### config.mk
export PLATFORM = sky130hd
export DESIGN_NAME = tracker_top
export DESIGN_NICKNAME = d
export VERILOG_FILES = /design/src/common/vision_pkg.sv /design/src/common/video_pkg.sv /design/src/verilog/tracker_top.sv /design/src/target/direction_classifier.sv /design/src/target/orange_marker.sv /design/src/vga/frame_address_gen.sv /design/src/vga/vga_timing.sv
export SDC_FILE = /design/constraint.sdc
export NUM_CORES = 1
export LEC_CHECK = 0
export ABC_CLOCK_PERIOD_IN_PS = 4250
export BUFFER_PORTS_ARGS = -buffer_cell sky130_fd_sc_hd__buf_2
export CAP_MARGIN = 20
export CORE_ASPECT_RATIO = 0.8
export CORE_UTILIZATION = 38
export DETAILED_ROUTE_END_ITERATION = 10
export PLACE_DENSITY = 0.6
export SETUP_SLACK_MARGIN = 0.02
export SLEW_MARGIN = 20
export SYNTH_ARGS = -nofsm -noshare
export SYNTH_HDL_FRONTEND = slang
export SYNTH_HIERARCHICAL = 1
export SYNTH_SLANG_ARGS = --single-unit
### constraint.sdc
create_clock -name clk -period 4.25 [get_ports clk]
set_input_delay 0.2125 -clock clk [delete_from_list [all_inputs] [get_ports clk]]
set_output_delay 0.2125 -clock clk [all_outputs]
set_load 0.05 [all_outputs]
### src/common/vision_pkg.sv
/*
 * Vision constants
 * Orange colour window on the 4-bit channels, overlay colour,
 * direction code and orange pixel count type
 */
package vision_pkg;

  // Orange window, applied to each 4-bit channel
  // Strong red, moderate green, little blue
  localparam logic [3:0] red_min   = 4'd12;
  localparam logic [3:0] green_min = 4'd4;
  localparam logic [3:0] green_max = 4'd10;
  localparam logic [3:0] blue_max  = 4'd5;

  // Overlay painted on matching pixels
  // Packed as {red, green, blue}
  localparam logic [23:0] mark_colour = 24'hff_00_00;

  // Direction of the largest orange band
  // One-hot across left, center, right so it can drive LEDs directly
  typedef enum logic [2:0] {
    dir_none   = 3'b000,
    dir_left   = 3'b100,
    dir_center = 3'b010,
    dir_right  = 3'b001
  } direction_t;

  // Orange pixels seen in one frame
  typedef logic [17:0] pixel_count_t;

endpackage

### src/common/video_pkg.sv
/*
 * Video types
 * Raster counter, frame-buffer address, stored pixel and VGA channel
 * widths shared by the timing, address and colour blocks
 */
package video_pkg;

  // Stored camera pixel, 4 bits per channel
  // Red in [11:8], green in [7:4], blue in [3:0]
  typedef logic [11:0] pixel12_t;

  // One 8-bit channel as driven to the VGA DAC
  typedef logic [7:0] channel_t;

  // Frame-buffer word address
  // 320 x 240 = 76800 words needs 17 bits
  typedef logic [16:0] fb_address_t;

  // Raster column or row counter
  // 11 bits covers line totals up to 2047
  typedef logic [10:0] coord_t;

endpackage
### src/verilog/tracker_top.sv
/*
 * Tracker vision top level
 * Raster timing, frame-buffer addressing, orange marking and
 * per-frame direction classification on a single clock
 */
`timescale 1ns/100ps

module tracker_top #(
  parameter int h_active   = 640,
  parameter int h_front    = 16,
  parameter int h_sync     = 96,
  parameter int h_back     = 48,
  parameter int v_active   = 480,
  parameter int v_front    = 10,
  parameter int v_sync     = 2,
  parameter int v_back     = 33,
  parameter int detect_min = 64
) (
  input  logic                       clk,
  input  logic                       reset,
  input  video_pkg::pixel12_t        pixel_data,
  output video_pkg::fb_address_t     rd_address,
  output logic                       vga_hsync,
  output logic                       vga_vsync,
  output logic                       vga_blank_n,
  output video_pkg::channel_t        vga_r,
  output video_pkg::channel_t        vga_g,
  output video_pkg::channel_t        vga_b,
  output logic                       target_detected,
  output vision_pkg::direction_t     target_direction,
  output vision_pkg::pixel_count_t   orange_count
);

  // Raster before the memory read
  logic hsync;
  logic vsync;
  logic active;

  // Marker results, aligned with the VGA outputs
  logic is_orange;
  logic pix_active;

  vga_timing #(
    .h_active (h_active),
    .h_front  (h_front),
    .h_sync   (h_sync),
    .h_back   (h_back),
    .v_active (v_active),
    .v_front  (v_front),
    .v_sync   (v_sync),
    .v_back   (v_back)
  ) u_vga_timing (
    .clk    (clk),
    .reset  (reset),
    .hsync  (hsync),
    .vsync  (vsync),
    .active (active)
  );

  frame_address_gen u_frame_address_gen (
    .clk        (clk),
    .reset      (reset),
    .active     (active),
    .vsync      (vsync),
    .rd_address (rd_address)
  );

  // pixel_data returns here one clock after rd_address
  orange_marker u_orange_marker (
    .clk         (clk),
    .reset       (reset),
    .pixel_data  (pixel_data),
    .active      (active),
    .hsync       (hsync),
    .vsync       (vsync),
    .vga_r       (vga_r),
    .vga_g       (vga_g),
    .vga_b       (vga_b),
    .vga_hsync   (vga_hsync),
    .vga_vsync   (vga_vsync),
    .vga_blank_n (vga_blank_n),
    .is_orange   (is_orange),
    .pix_active  (pix_active)
  );

  // Frame end taken from the delayed vsync so the last pixels count
  direction_classifier #(
    .h_active   (h_active),
    .detect_min (detect_min)
  ) u_direction_classifier (
    .clk              (clk),
    .reset            (reset),
    .is_orange        (is_orange),
    .pix_active       (pix_active),
    .vsync            (vga_vsync),
    .target_detected  (target_detected),
    .target_direction (target_direction),
    .orange_count     (orange_count)
  );

endmodule

### src/target/direction_classifier.sv
/*
 * Direction classifier
 * Accumulates orange pixels per frame in left, center and right
 * column bands and reports count, detection and direction at frame end
 */
`timescale 1ns/100ps

module direction_classifier #(
  parameter int h_active   = 640,
  parameter int detect_min = 64
) (
  input  logic                       clk,
  input  logic                       reset,
  input  logic                       is_orange,
  input  logic                       pix_active,
  input  logic                       vsync,
  output logic                       target_detected,
  output vision_pkg::direction_t     target_direction,
  output vision_pkg::pixel_count_t   orange_count
);

  // Band edges, left is below edge_1 and center below edge_2
  localparam int edge_1 = h_active / 3;
  localparam int edge_2 = (2 * h_active) / 3;

  video_pkg::coord_t        col;
  vision_pkg::pixel_count_t left_sum;
  vision_pkg::pixel_count_t center_sum;
  vision_pkg::pixel_count_t right_sum;
  vision_pkg::pixel_count_t total;
  vision_pkg::direction_t   winner;
  logic                     vsync_q;
  logic                     frame_done;
  logic                     in_left;
  logic                     in_center;
  logic                     detected;

  // Column within the line, rests at zero during blank
  always_ff @(posedge clk) begin
    if (reset) begin
      col <= '0;
    end else if (pix_active) begin
      col <= col + 11'd1;
    end else begin
      col <= '0;
    end
  end

  assign in_left   = (col < video_pkg::coord_t'(edge_1));
  assign in_center = (col < video_pkg::coord_t'(edge_2)) && !in_left;

  // Frame end marker
  always_ff @(posedge clk) begin
    if (reset) begin
      vsync_q <= 1'b1;
    end else begin
      vsync_q <= vsync;
    end
  end

  assign frame_done = vsync_q & ~vsync;

  // Band accumulators, cleared once the frame has been reported
  always_ff @(posedge clk) begin
    if (reset || frame_done) begin
      left_sum   <= '0;
      center_sum <= '0;
      right_sum  <= '0;
    end else if (pix_active && is_orange) begin
      if (in_left) begin
        left_sum <= left_sum + 18'd1;
      end else if (in_center) begin
        center_sum <= center_sum + 18'd1;
      end else begin
        right_sum <= right_sum + 18'd1;
      end
    end
  end

  assign total    = left_sum + center_sum + right_sum;
  assign detected = (total >= vision_pkg::pixel_count_t'(detect_min));

  // Largest band; center wins ties, then left
  always_comb begin
    if (!detected) begin
      winner = vision_pkg::dir_none;
    end else if ((center_sum >= left_sum) && (center_sum >= right_sum)) begin
      winner = vision_pkg::dir_center;
    end else if (left_sum >= right_sum) begin
      winner = vision_pkg::dir_left;
    end else begin
      winner = vision_pkg::dir_right;
    end
  end

  // Results held for a whole frame
  always_ff @(posedge clk) begin
    if (reset) begin
      target_detected  <= 1'b0;
      target_direction <= vision_pkg::dir_none;
      orange_count     <= '0;
    end else if (frame_done) begin
      target_detected  <= detected;
      target_direction <= winner;
      orange_count     <= total;
    end
  end

endmodule

### src/target/orange_marker.sv
/*
 * Orange marker
 * Aligns raster control with the returning frame-buffer word,
 * tests it against the orange window and drives the VGA pixel
 */
`timescale 1ns/100ps

module orange_marker (
  input  logic                  clk,
  input  logic                  reset,
  input  video_pkg::pixel12_t   pixel_data,
  input  logic                  active,
  input  logic                  hsync,
  input  logic                  vsync,
  output video_pkg::channel_t   vga_r,
  output video_pkg::channel_t   vga_g,
  output video_pkg::channel_t   vga_b,
  output logic                  vga_hsync,
  output logic                  vga_vsync,
  output logic                  vga_blank_n,
  output logic                  is_orange,
  output logic                  pix_active
);

  logic       active_d;
  logic       hsync_d;
  logic       vsync_d;
  logic [3:0] red_n;
  logic [3:0] green_n;
  logic [3:0] blue_n;
  logic       orange_hit;

  // Stage 1, raster control waits out the memory read
  always_ff @(posedge clk) begin
    if (reset) begin
      active_d <= 1'b0;
      hsync_d  <= 1'b1;
      vsync_d  <= 1'b1;
    end else begin
      active_d <= active;
      hsync_d  <= hsync;
      vsync_d  <= vsync;
    end
  end

  // Split the stored word
  assign red_n   = pixel_data[11:8];
  assign green_n = pixel_data[7:4];
  assign blue_n  = pixel_data[3:0];

  // Orange window test
  assign orange_hit = (red_n >= vision_pkg::red_min) &&
                      (green_n >= vision_pkg::green_min) &&
                      (green_n <= vision_pkg::green_max) &&
                      (blue_n <= vision_pkg::blue_max);

  // Stage 2, output register
  // Nibble repeat maps 0..15 onto 0..255 (n * 17)
  always_ff @(posedge clk) begin
    if (reset) begin
      vga_r       <= '0;
      vga_g       <= '0;
      vga_b       <= '0;
      vga_hsync   <= 1'b1;
      vga_vsync   <= 1'b1;
      vga_blank_n <= 1'b0;
      is_orange   <= 1'b0;
    end else begin
      vga_hsync   <= hsync_d;
      vga_vsync   <= vsync_d;
      vga_blank_n <= active_d;
      is_orange   <= active_d & orange_hit;
      if (!active_d) begin
        vga_r <= '0;
        vga_g <= '0;
        vga_b <= '0;
      end else if (orange_hit) begin
        {vga_r, vga_g, vga_b} <= vision_pkg::mark_colour;
      end else begin
        vga_r <= {red_n, red_n};
        vga_g <= {green_n, green_n};
        vga_b <= {blue_n, blue_n};
      end
    end
  end

  // Qualifier for the classifier, same cycle as the pixel
  assign pix_active = vga_blank_n;

endmodule

### src/vga/frame_address_gen.sv
/*
 * Frame-buffer read address
 * Counts active pixels issued in the frame, restarts on vsync fall
 */
`timescale 1ns/100ps

module frame_address_gen (
  input  logic                     clk,
  input  logic                     reset,
  input  logic                     active,
  input  logic                     vsync,
  output video_pkg::fb_address_t   rd_address
);

  video_pkg::fb_address_t pixel_index;
  logic                   vsync_q;
  logic                   vsync_fall;

  // Previous vsync for edge detect
  always_ff @(posedge clk) begin
    if (reset) begin
      vsync_q <= 1'b1;
    end else begin
      vsync_q <= vsync;
    end
  end

  assign vsync_fall = vsync_q & ~vsync;

  // Frame restart wins, it only happens in vertical blank anyway
  always_ff @(posedge clk) begin
    if (reset) begin
      pixel_index <= '0;
    end else if (vsync_fall) begin
      pixel_index <= '0;
    end else if (active) begin
      pixel_index <= pixel_index + 17'd1;
    end
  end

  // Address is valid in the active cycle itself
  // Memory returns the word on the next clock
  assign rd_address = pixel_index;

endmodule

### src/vga/vga_timing.sv
/*
 * VGA timing
 * Column and row counters over the full line and frame totals,
 * decoded into registered active-low syncs and the active-area level
 */
`timescale 1ns/100ps

module vga_timing #(
  parameter int h_active = 640,
  parameter int h_front  = 16,
  parameter int h_sync   = 96,
  parameter int h_back   = 48,
  parameter int v_active = 480,
  parameter int v_front  = 10,
  parameter int v_sync   = 2,
  parameter int v_back   = 33
) (
  input  logic clk,
  input  logic reset,
  output logic hsync,
  output logic vsync,
  output logic active
);

  // Line and frame lengths
  localparam int h_total = h_active + h_front + h_sync + h_back;
  localparam int v_total = v_active + v_front + v_sync + v_back;

  // Sync windows, start inclusive and end exclusive
  localparam int h_sync_start = h_active + h_front;
  localparam int h_sync_end   = h_sync_start + h_sync;
  localparam int v_sync_start = v_active + v_front;
  localparam int v_sync_end   = v_sync_start + v_sync;

  video_pkg::coord_t col;
  video_pkg::coord_t row;

  logic line_end;
  logic frame_end;
  logic h_in_sync;
  logic v_in_sync;
  logic in_active;

  assign line_end  = (col == video_pkg::coord_t'(h_total - 1));
  assign frame_end = (row == video_pkg::coord_t'(v_total - 1));

  // Column wraps each line, row steps on each line wrap
  always_ff @(posedge clk) begin
    if (reset) begin
      col <= '0;
      row <= '0;
    end else if (line_end) begin
      col <= '0;
      if (frame_end) begin
        row <= '0;
      end else begin
        row <= row + 11'd1;
      end
    end else begin
      col <= col + 11'd1;
    end
  end

  // Decode from the current count
  assign h_in_sync = (col >= video_pkg::coord_t'(h_sync_start)) &&
                     (col <  video_pkg::coord_t'(h_sync_end));
  assign v_in_sync = (row >= video_pkg::coord_t'(v_sync_start)) &&
                     (row <  video_pkg::coord_t'(v_sync_end));
  assign in_active = (col < video_pkg::coord_t'(h_active)) &&
                     (row < video_pkg::coord_t'(v_active));

  // Registered levels, all three share the same one-cycle lag
  // so their relative timing matches the counters exactly
  always_ff @(posedge clk) begin
    if (reset) begin
      hsync  <= 1'b1;
      vsync  <= 1'b1;
      active <= 1'b0;
    end else begin
      hsync  <= ~h_in_sync;
      vsync  <= ~v_in_sync;
      active <= in_active;
    end
  end

endmodule

Word level (Yosys, flattened, before mapping):

Cells that the tools add are included.

* add/sub/neg operators: 9
* $lt $le $gt $ge: 16
* equal/unequal tests: 2
* mux-type cells: 5
* bitwise operators: 11
* reduce and logical (&&, ||, !) cells: 19

Operator list (number)
* adder 18 x 1 -> 18 bit, second input constant: 3
* greater-or-equal comparator 18 bit: 3
* adder 18 bit: 2
* adder 11 x 1 -> 11 bit, second input constant: 3
* < comparator 11 x 9 -> 1 bit, second input constant: 3
* equality test 11 x 10 -> 1 bit, second input constant: 2
* < comparator 11 x 10 -> 1 bit, second input constant: 2
* greater-or-equal comparator 18 x 7 -> 1 bit, second input constant: 1
* adder 17 x 1 -> 17 bit, second input constant: 1
* greater-or-equal comparator 11 x 10 -> 1 bit, second input constant: 1
* greater-or-equal comparator 11 x 9 -> 1 bit, second input constant: 1
* < comparator 11 x 8 -> 1 bit, second input constant: 1
* two-way mux 11 bit: 1
* logical AND 1 bit: 9
* two-way mux 3 bit: 3
* two-way mux 8 bit: 1
* NOT 1 bit: 8
* OR reduction 2 bit: 4
* AND reduction 3 bit: 2
* greater-or-equal comparator 4 x 3 -> 1 bit, second input constant: 1
* greater-or-equal comparator 4 bit, second input constant: 1
* less-or-equal comparator 4 x 3 -> 1 bit, second input constant: 1
* less-or-equal comparator 4 bit, second input constant: 1
* AND 1 bit: 3
* 4 further kinds: 4

* bits in registers: 161
* bits of input ports: 14
* output and inout port bits: 66
* word-level logic and storage cells: 86

Longest topological paths before layout:

Gate-level depths: netlist of run 1.

* depth in word-level cells: 5
* mapped depth: 13
* gate-level depth less buffers: 13

Modules after synthesis:

The synthesis of run 1 kept the hierarchy.

By module, submodules not included
* direction_classifier: instances 1, cells an instance 693, area each 6085.8 sq um, seq. area each 1761.7 sq um
* vga_timing: instances 1, cells an instance 144, area each 1265.0 sq um, seq. area each 500.5 sq um
* frame_address_gen: instances 1, cells an instance 95, area each 882.1 sq um, seq. area each 360.3 sq um
* orange_marker: instances 1, cells an instance 70, area each 724.4 sq um, seq. area each 380.4 sq um

Least setup slack after synthesis of run 1:

No wires, ideal clock.

* path kind: register to register
* start: reg u_direction_classifier.center_sum[1]
* end: reg u_direction_classifier.target_direction[2]
* arrival: 3.120 ns
* required time: 4.120 ns
* setup slack: 0.999 ns
* stages on the path, launching flop included: 12
* clock period less this slack: 3.251 ns
* path through: dfxtp_1 fa_1 ha_1 fa_1 a21o_1 a221oi_4 o31ai_1 o41a_1 nand3_1 nand4b_1 nor4_4 o31ai_1

* cells in the longest elaborated chain, start to end: 4

RTL lines
* start, declared: line direction_classifier.sv:28 `vision_pkg::pixel_count_t center_sum;`
* start signal, assigned: line direction_classifier.sv:73 `center_sum <= center_sum + 18'd1;`
* adder 18 bit or greater-or-equal comparator 18 bit (tied branches): line direction_classifier.sv:80, direction_classifier.sv:87
* adder 18 bit or logical AND 1 bit (tied branches): line direction_classifier.sv:80, direction_classifier.sv:87
* greater-or-equal comparator 18 x 7 -> 1 bit or two-way mux 3 bit (tied branches): line direction_classifier.sv:81, direction_classifier.sv:87
* two-way mux 3 bit *: line direction_classifier.sv:85 `if (!detected) begin`
* end signal, assigned: line direction_classifier.sv:100 `target_direction <= vision_pkg::dir_none;`
* end signal, assigned: line direction_classifier.sv:104 `target_direction <= winner;`
* end, declared: line direction_classifier.sv:18 `output vision_pkg::direction_t target_direction,`

Every way passes the cells marked *; elsewhere a longest branch is shown, timed or not.
A chain may end at the register's enable or synchronous reset.

Worst setup path in the final report of run 1:

Same ends and word-level chain as after synthesis.

==> results.yml, run 1 <==
outcome:
  run_status: "finished clean"
synth:
  synth.avg_cell_area_um2: 8.939
  synth-main-ff-cell: "sky130_fd_sc_hd__dfxtp_1"
  sequential_element_share_of_the_synthesized_area: 0.3352
  postSynthRegisterBits: 150
  number_of_enable_flip_flop_cells_after_synthesis: 0
  syn-cell-area_um2: 8957
  synth_fp_nets: 1114
  synth-async-reset-ratio: 0
  ys_types: 83
  synthesis.yosys.warnings: 6
  postSynthCellCount: 1002
detailed_routing:
  detailedRoute.firstPassIterationCount: 4
  detailedRoute.firstIterationViolations: 437
  route.detailed.drc: 0
  postRouteWirelength_mm: 20.77
  post_drt_wl_per_cell_um: 14.94
  detailroute.via_count: 7242
  vias_per_cell: 5.210
  ant_nets: 0
timing:
  setup-violations-final: 0
  relSlewSlack: 0.2641
  timing.final.max_slew_violations: 0
  fin_setup_tns_ns: 0
  final_min_period_over_clock_period: 0.8352
  max_freq_ghz: 0.2817
  skew_ns: 0.01419
  worst_slew_pin_tran_ns: 1.097
  report.final.hold_viol_count: 0
  setup_repair_after_global_routing_missed_its_margin: "false"
  hold-worst-slack_ns: 0.02492
  period_minus_slack_ns: 3.550
  post-route-worst-setup-slack_ns: 0.7004
final_layout:
  insertedDiodeCount: 0
  layout-area-overhead-vs-synth_pct: 13.56
  post-route-util: 0.4460
  post-route-cell-area_um2: 10170
  final_common_cell: "sky130_fd_sc_hd__dfxtp_1"
  commonest_cells_after_routing_fill_and_taps_aside: "sky130_fd_sc_hd__dfxtp_1 (150), sky130_fd_sc_hd__nor2_1 (91), sky130_fd_sc_hd__nand2_1 (85)"
  finalNonFillerCells: 1390
  fraction_of_layout_instances_using_a_drive_strength_above_1: 0.1485
  layout_net_count: 1183
setup_path:
  worstSetupPathType: "reg -> reg"
  worstPathBufferInverterCount: 0
  worstSetupStartpointType: "flop"
  cp_max_fo: 6
  worst-path-stages: 11
  worstReg2RegStart: "u_direction_classifier/center_sum[1]"
  critical_path.slowest_cell: "sky130_fd_sc_hd__fa_1"
  critical_path_arrival_ns: 3.84
  slowest_delay_ns: 0.47
  kind_of_capture_point_of_the_worst_setup_path: "flop"
  crit_family: "compound AO/OA/AOI/OAI gates"
  required_ns: 4.54
  r2r_end: "u_direction_classifier/target_direction[2]"
  rr_worst_depth: 11
  reg2reg_slack_ns: 0.70
  critical_path_cell_by_cell: "fa_1 > ha_1 > fa_1 > a21o_1 > a221oi_4 > o31ai_1 > o41a_1 > nand3_1 > nand4b_1 > nor4_4 > o31ai_1"
clock_network:
  cts_root_buffer: "sky130_fd_sc_hd__clkbuf_16"
  num_cts_buffers: 17
  numClockSinks: 150
  cts_hold_buf: 9
  worstSkewPairLatency_ns: 0.44
  cts_buffer_depth: 2
  post_cts_resize_count: 0
  cts_tree: "yes"
  postCtsSetupRepairBufs: 0
  clk_pin_slew_ns: 0.07
  htreeDepth: 4
placement:
  io_buffers: 79
  post-place-cells: 1349
  place.gp.congestion: 0.8368
  hpwl_mm: 15.59
  pre_cts_ws_ns: 0.6883
  postPlaceCellArea_um2: 9508
global_routing:
  grt_pass1_vias: 6775
  grt_first_pass_wirelength_mm: 34.73
  globalRouteTotalUtil: 0.1779
  grt-ovfl-total: 0
  grt.met3_usage: 0.03634
  number_of_antenna_violations_at_the_first_check_in_global_routing: 0
  grtUsageMet2: 0.2575
  grt_use_met1: 0.2676
  busiest_layer: "met1"
  grt_max_degree: 32
worst_hold_path:
  timing.hold.worst.class: "in -> reg"
  worstHoldEndpoint: "u_orange_marker/vga_g[5]"
  hold_path_startpoint: "pixel_data[5]"
  min_delay_path_depth: 3
die:
  die_area_um2: 24190
  ioPinCount: 80
  floorplan.core_area_um2: 22810
  num_rows: 49
  initial_utilization: 0.3927
  die_height_um: 139.3
  die-width_um: 173.7
job:
  timing.max_cap.violations: 0
power:
  ir_drop_v: 0.0002881
  power.total_mw: 3.060
  static-leakage-power_nw: 4.242
  power_per_cell_area_nw_per_um2: 300.8
==> tightest hold or removal path, stage by stage <==
cell	delay (ns)
sky130_fd_sc_hd__buf_2	0.11
sky130_fd_sc_hd__nand2_1	0.06
sky130_fd_sc_hd__a21oi_2	0.03
==> where the power goes <==
group          internal, mW  switching, mW  leakage, nW  total (mW)
clock                 0.784          0.701        0.285        1.49
combinational        0.0413         0.0965         2.75       0.138
sequential             1.42         0.0175         1.21        1.44
total                  2.24          0.815         4.24        3.06
==> how the worst max path moves through the flow <==
stage,startpoint,end,slack (ns)
2_1_floorplan,u_direction_classifier/center_sum[1],u_direction_classifier/target_direction[2],1.0
3_3_place_gp,u_direction_classifier/center_sum[1],u_direction_classifier/target_direction[2],0.73
3_5_place_dp,u_direction_classifier/center_sum[1],u_direction_classifier/target_direction[2],0.69
4_1_cts,u_direction_classifier/center_sum[1],u_direction_classifier/target_direction[2],0.67
5_1_grt,u_direction_classifier/center_sum[2],u_direction_classifier/target_direction[2],0.43
6_report,u_direction_classifier/center_sum[1],u_direction_classifier/target_direction[2],0.70
==> cell families after synthesis <==
| family | share of synthesized area |
|---|---|
| buffers and inverters | 0.05350 |
| and+or+nand+nor | 0.2104 |
| xor gates and xnor gates | 0.07725 |
| muxes | 0.01173 |
| DFF | 0.3352 |
| adders and majority gates | 0.1520 |
| AOI/OAI and AO/OA | 0.1599 |
==> synthesized netlist by cell type (18+ instances only) <==
cell type	count	area, um^2
sky130_fd_sc_hd__nand4_1	27	168.9
sky130_fd_sc_hd__dfxtp_1	150	3003
sky130_fd_sc_hd__nor3_1	22	110.1
sky130_fd_sc_hd__nor2_1	91	341.6
sky130_fd_sc_hd__inv_1	57	214.0
sky130_fd_sc_hd__a21o_1	23	172.7
sky130_fd_sc_hd__nand2_1	85	319.1
sky130_fd_sc_hd__a21oi_1	53	265.3
sky130_fd_sc_hd__xnor2_1	50	437.9
sky130_fd_sc_hd__o21ai_0	44	220.2
sky130_fd_sc_hd__ha_1	80	1001
sky130_fd_sc_hd__nand3_1	27	135.1
sky130_fd_sc_hd__xor2_1	29	254.0
sky130_fd_sc_hd__fa_1	18	360.4
==> state kept, by name, indices dropped and copies added, names as in the netlist, 11 cells and up <==
signal and count:
u_direction_classifier/col 11, u_frame_address_gen/rd_address 17, u_direction_classifier/left_sum 18, u_direction_classifier/center_sum 18, u_direction_classifier/right_sum 18, u_direction_classifier/orange_count 18
u_vga_timing/row 11, u_vga_timing/col 11
==> area by class of cell <==
cell class	instances	area, um^2
sequential	150	3003
timing repair buffer	93	523.0
inverter	57	214.0
tap	306	382.9
fill	2261	12630
clock buffer	17	425.4
multi-input combinational	752	5475
clock inverter	15	148.9
==> metal layers <==
| layer | wire (um) | vias to the layer above |
|---|---|---|
| met1 | 11200 | 3403 |
| met3 | 795 | 17 |
| met2 | 8596 | 129 |
| met4 | 171 | 0 |
| met5 | 0 | - |
| li1 | - | 3693 |
Power figures use the tool's default switching activity.
==> run 2: changes to the inputs <==
- ABC_AREA: not set -> 1
- ABC_CLOCK_PERIOD_IN_PS: 4250 -> 3500
- clock period: 4.25 -> 3.5 ns (I/O delays scaled with it)
==> run 2 against run 1 <==
Sequential power is 20% higher. Largest cell class unchanged. Critical path type unchanged. Clock power is 28% higher. Worst hold slack better by 0.11 ns. Combinational power is 6% lower. Synthesized cell count is 41% higher. Core utilization is 0.34 points lower. Wire length is 25% higher. Largest power group unchanged. Sequential share of layout area is 2.8 points lower.
==> results.yml, run 2 <==
outcome:
  run_status: "finished clean"
timing:
  relSlewSlack: 0.3278
  final_min_period_over_clock_period: 0.8401
  setup_repair_after_global_routing_missed_its_margin: "false"
  period_minus_slack_ns: 2.940
  fin_setup_tns_ns: 0
  timing.final.max_slew_violations: 0
  skew_ns: 0.009590
  hold-worst-slack_ns: 0.1374
  worst_slew_pin_tran_ns: 1.007
  report.final.hold_viol_count: 0
  max_freq_ghz: 0.3401
  setup-violations-final: 0
global_routing:
  grt-ovfl-total: 0
  grt.met3_usage: 0.03779
  grt_max_degree: 34
  grtUsageMet2: 0.2996
  number_of_antenna_violations_at_the_first_check_in_global_routing: 0
  grt_use_met1: 0.2997
  grt_pass1_vias: 8319
  busiest_layer: "met1"
  grt_first_pass_wirelength_mm: 42.90
  globalRouteTotalUtil: 0.2018
final_layout:
  insertedDiodeCount: 0
  fraction_of_layout_instances_using_a_drive_strength_above_1: 0.1139
  post-route-util: 0.4427
  layout_net_count: 1618
  commonest_cells_after_routing_fill_and_taps_aside: "sky130_fd_sc_hd__nand2_1 (357), sky130_fd_sc_hd__inv_1 (187), sky130_fd_sc_hd__nor2_1 (164)"
  final_common_cell: "sky130_fd_sc_hd__nand2_1"
  post-route-cell-area_um2: 11230
  layout-area-overhead-vs-synth_pct: 14.18
clock_network:
  postCtsSetupRepairBufs: 0
  numClockSinks: 150
  htreeDepth: 4
  num_cts_buffers: 17
  cts_buffer_depth: 2
  cts_tree: "yes"
  cts_root_buffer: "sky130_fd_sc_hd__clkbuf_16"
  worstSkewPairLatency_ns: 0.43
  cts_hold_buf: 12
  post_cts_resize_count: 0
  clk_pin_slew_ns: 0.07
setup_path:
  worstPathBufferInverterCount: 0
  crit_family: "simple AND/OR/NAND/NOR gates"
  critical_path.slowest_cell: "sky130_fd_sc_hd__dfxtp_1"
  slowest_delay_ns: 0.48
  rr_worst_depth: 17
  required_ns: 3.83
  cp_max_fo: 7
  kind_of_capture_point_of_the_worst_setup_path: "flop"
  r2r_end: "u_direction_classifier/target_direction[1]"
  critical_path.startpoint: "u_direction_classifier/left_sum[1]"
  critical_path_arrival_ns: 3.27
  reg2reg_slack_ns: 0.56
  crit_path_end: "u_direction_classifier/target_direction[1]"
  cp_common_cell: "sky130_fd_sc_hd__nand2_1"
  critical_path_cell_by_cell: "fa_1 > ha_1 > fa_1 > nand2_1 > nand2_1 > nand3_1 > nand2_1 > nand2_1 > nand2_1 > nand2_1 > nand2_1 > nor2_1 > nand2_1 > nor2_1 > nand2_2 > nand3_1 > nand2_1"
  worstSetupStartpointType: "flop"
  worst-path-stages: 17
  worstSetupPathType: "reg -> reg"
  worstReg2RegStart: "u_direction_classifier/left_sum[1]"
detailed_routing:
  postRouteWirelength_mm: 25.88
  detailedRoute.firstIterationViolations: 737
  ant_nets: 0
  detailroute.via_count: 9104
  route.detailed.drc: 0
  vias_per_cell: 4.940
  post_drt_wl_per_cell_um: 14.04
  detailedRoute.firstPassIterationCount: 5
synth:
  postSynthCellCount: 1415
  syn-cell-area_um2: 9837
  synthTopCellsByArea: "sky130_fd_sc_hd__dfxtp_1 (31%), sky130_fd_sc_hd__nand2_1 (14%), sky130_fd_sc_hd__ha_1 (10%)"
  sequential_element_share_of_the_synthesized_area: 0.3053
  synth.avg_cell_area_um2: 6.952
  synth-main-ff-cell: "sky130_fd_sc_hd__dfxtp_1"
  synth_fp_nets: 1527
  area_fraction_of_the_dominant_cell_type_after_synthesis: 0.3053
  ys_top_cells_by_count: "sky130_fd_sc_hd__nand2_1 (357), sky130_fd_sc_hd__inv_1 (187), sky130_fd_sc_hd__nor2_1 (164), sky130_fd_sc_hd__dfxtp_1 (150), sky130_fd_sc_hd__a21oi_1 (98)"
  synth_top_cell_by_area: "sky130_fd_sc_hd__dfxtp_1"
  synth_most_common_cell: "sky130_fd_sc_hd__nand2_1"
  synth-async-reset-ratio: 0
  synthesis.yosys.warnings: 6
  postSynthRegisterBits: 150
  number_of_enable_flip_flop_cells_after_synthesis: 0
  ys_types: 49
power:
  power_per_cell_area_nw_per_um2: 334.7
  static-leakage-power_nw: 5.241
  power.total_mw: 3.760
  ir_drop_v: 0.0003243
worst_hold_path:
  hold_path_startpoint: "reset"
  min_delay_path_depth: 2
  timing.hold.worst.class: "in -> reg"
placement:
  hpwl_mm: 19.83
  place.gp.congestion: 0.8935
  postPlaceCellArea_um2: 10520
  io_buffers: 79
die:
  die_area_um2: 26540
  die-width_um: 181.9
  num_rows: 52
  die_height_um: 145.9
  floorplan.core_area_um2: 25370
  initial_utilization: 0.3877
  ioPinCount: 80
job:
  timing.max_cap.violations: 0
==> run 2: cells by family (layout without fill, tap and decap cells) <==
family	Yosys count	in the layout	synth area share
and+or+nand+nor	730	730	0.3285
AOI/OAI and AO/OA	178	178	0.1015
buffers and inverters	222	326	0.09323
adders and majority gates	98	98	0.1384
DFF	150	150	0.3053
xor gates and xnor gates	36	36	0.03205
muxes	1	1	0.001018
==> run 2: metal layers <==
metal / vias to the layer above / part of all wire
li1: 4769 / -
met5: - / 0
met2: 222 / 0.42
met1: 4095 / 0.51
met3: 18 / 0.052
met4: 0 / 0.010
==> run 2: power by group <==
part,switching [mW],total [mW],internal [mW]
Sequential,0.0103,1.73,1.72
Clock,0.830,1.90,1.07
Combinational,0.0929,0.130,0.0371
Total,0.933,3.76,2.83
==> run 2: worst min-delay path by stage <==
stage / endpoint / slack [ns]
after floorplan: u_vga_timing/row[6] / 0.24
after global placement: u_orange_marker/vga_r[5] / 0.37
after detailed placement: u_orange_marker/vga_r[4] / 0.37
after CTS: u_vga_timing/row[10] / 0.13
after global routing: u_vga_timing/row[8] / 0.16
final: u_vga_timing/row[8] / 0.14
==> run 2: through the flow <==
step	cells	worst slack, ns
floorplan	1415	0.9392
global placement	1799	0.6499
detailed placement	1799	0.5643
CTS	1843	0.5761
global route	1843	0.2562
finish	1843	0.5597
==> run 2: cell type report <==
cell class / instances / area, um^2
multi-input cells: 1043 / 5917
well taps: 324 / 405.4
fillers: 2613 / 14140
clock buffers: 18 / 429.2
repair buffers: 101 / 590.6
clock inverters: 14 / 162.7
inverters: 193 / 724.4
flip-flops and latches: 150 / 3003
==> run 3: changes to the inputs <==
- ABC_AREA: 1 -> 0
- ABC_CLOCK_PERIOD_IN_PS: 3500 -> 2400
- PLACE_DENSITY: 0.6 -> 0.62
- clock period: 3.5 -> 2.4 ns (I/O delays scaled with it)
==> run 3 against run 2 <==
The run now ends with setup timing left. Die area fell by 8.8%. Critical path depth fell by 6. Critical endpoint unchanged. Clock-buffer cell count fell by 1. Sequential power rose by 47%. Global-route usage fell by 1.5 points. Setup slack got worse by 1.3 ns. First-iteration DRC count fell by 37%. Combinational power rose by 95%.
==> results.yml, run 3 (synthesis gave the netlist of run 1 again) <==
outcome:
  run_status: "finished, violations left"
  failed_checks: "setup timing"
worst_hold_path:
  hold_path_startpoint: "reset"
  min_delay_path_depth: 2
  worstHoldEndpoint: "u_orange_marker/active_d"
  timing.hold.worst.class: "in -> reg"
clock_network:
  cts_root_buffer: "sky130_fd_sc_hd__clkbuf_16"
  numClockSinks: 150
  num_cts_buffers: 17
  htreeDepth: 4
  clk_pin_slew_ns: 0.07
  cts_buffer_depth: 2
  worstSkewPairLatency_ns: 0.43
  cts_tree: "yes"
timing:
  relSlewSlack: 0.5318
  skew_ns: 0.01221
  timing.final.max_slew_violations: 0
  period_minus_slack_ns: 3.126
  final_min_period_over_clock_period: 1.303
  setup_repair_after_global_routing_missed_its_margin: "true"
  fin_setup_tns_ns: -5.659
  post-route-worst-setup-slack_ns: -0.7264
  max_freq_ghz: 0.3199
  hold-worst-slack_ns: 0.1026
  report.final.hold_viol_count: 0
  setup-violations-final: 14
  worst_slew_pin_tran_ns: 0.6949
setup_path:
  reg2reg_slack_ns: -0.73
  crit_family: "compound AO/OA/AOI/OAI gates"
  cp_max_fo: 4
  critical_path.slowest_cell: "sky130_fd_sc_hd__fa_1"
  critical_path.startpoint: "u_direction_classifier/left_sum[1]"
  r2r_end: "u_direction_classifier/target_direction[1]"
  critical_path_arrival_ns: 3.43
  worstSetupStartpointType: "flop"
  worstReg2RegStart: "u_direction_classifier/left_sum[1]"
  required_ns: 2.71
  kind_of_capture_point_of_the_worst_setup_path: "flop"
  worstSetupPathType: "reg -> reg"
  slowest_delay_ns: 0.47
  rr_worst_depth: 11
  worstPathBufferInverterCount: 0
  critical_path_cell_by_cell: "fa_1 > ha_2 > fa_2 > a21o_1 > a221oi_4 > o31ai_2 > o41a_1 > nand3_2 > nand4b_1 > nor4_4 > o21ai_1"
detailed_routing:
  detailroute.via_count: 7760
  postRouteWirelength_mm: 21.95
  vias_per_cell: 5.075
  detailedRoute.firstIterationViolations: 461
  ant_nets: 0
  route.detailed.drc: 0
  detailedRoute.firstPassIterationCount: 5
  post_drt_wl_per_cell_um: 14.36
die:
  num_rows: 49
  die_area_um2: 24190
  initial_utilization: 0.3927
  ioPinCount: 80
  die-width_um: 173.7
  die_height_um: 139.3
  floorplan.core_area_um2: 22810
global_routing:
  grt_first_pass_wirelength_mm: 36.69
  grt_pass1_vias: 7513
  grt_max_degree: 31
  globalRouteTotalUtil: 0.1869
  grt-ovfl-total: 0
  number_of_antenna_violations_at_the_first_check_in_global_routing: 0
power:
  ir_drop_v: 0.0004523
  static-leakage-power_nw: 5.010
  power_per_cell_area_nw_per_um2: 473.9
final_layout:
  final_common_cell: "sky130_fd_sc_hd__dfxtp_1"
  insertedDiodeCount: 0
  fraction_of_layout_instances_using_a_drive_strength_above_1: 0.2829
  commonest_cells_after_routing_fill_and_taps_aside: "sky130_fd_sc_hd__dfxtp_1 (136), sky130_fd_sc_hd__buf_4 (130), sky130_fd_sc_hd__nor2_1 (91)"
  layout-area-overhead-vs-synth_pct: 28.97
  finalNonFillerCells: 1529
  post-route-cell-area_um2: 11550
  layout_net_count: 1322
  fillerInstances: 2105
  post-route-util: 0.5065
placement:
  io_buffers: 79
  place.gp.congestion: 0.8098
  postPlaceCellArea_um2: 10500
  post-place-cells: 1473
  hpwl_mm: 16.83
job:
  timing.max_cap.violations: 0
run 3: cell type report:
class / count / area, um^2 / area share
Clock buffer: 17 / 425.4 / 0.03682
Timing Repair Buffer: 232 / 1623 / 0.1405
Clock inverter: 15 / 167.7 / 0.01451
Inverter: 57 / 214.0 / 0.01852
Sequential cell: 150 / 3020 / 0.2615
Multi-Input combinational cell: 752 / 5719 / 0.4951
Tap cell: 306 / 382.9 / 0.03314
run 3: worst max path at each step:
| stage | end | slack [ns] | cells past startpoint |
|---|---|---|---|
| final | u_direction_classifier/target_direction[1] | -0.73 | 11 |
| after global routing | u_direction_classifier/target_direction[2] | -0.87 | 11 |
| after CTS | u_direction_classifier/target_direction[0] | -0.72 | 11 |
| after detailed placement | u_direction_classifier/target_direction[0] | -0.72 | 11 |
| after global placement | u_direction_classifier/target_direction[2] | -0.67 | 11 |
| after floorplan | u_direction_classifier/target_direction[2] | -0.61 | 11 |
run 3: through the flow:
stage	worst slack, ns	power (mW)
finish	-0.7264	5.474
global route	-0.8678	5.676
CTS	-0.7235	5.551
detailed placement	-0.7213	2.839
global placement	-0.6716	2.836
floorplan	-0.6072	2.782
run 3: per-layer routing:
layer	routed length [um]	GRT usage	vias up
met4	187	0.03970	0
met3	699	0.03224	16
met5	0	0	-
met2	9477	0.2955	151
li1	-	-	3956
met1	11590	0.2659	3637
run 3: where the power goes:
part	total [mW]	switching, mW	internal, mW
Sequential	2.54	0.0300	2.51
Combinational	0.254	0.171	0.0828
Clock	2.68	1.20	1.48
Total	5.47	1.40	4.08
run 3: timing repair:
item | CTS | global route
gates resized for setup | 28 | 23
setup buffers | 15 | 4
hold endpoints to repair | 12 | 0
endpoints found under the setup margin | 15 | 31
pin swaps | 15 | 23
hold buffers | 13 | 0
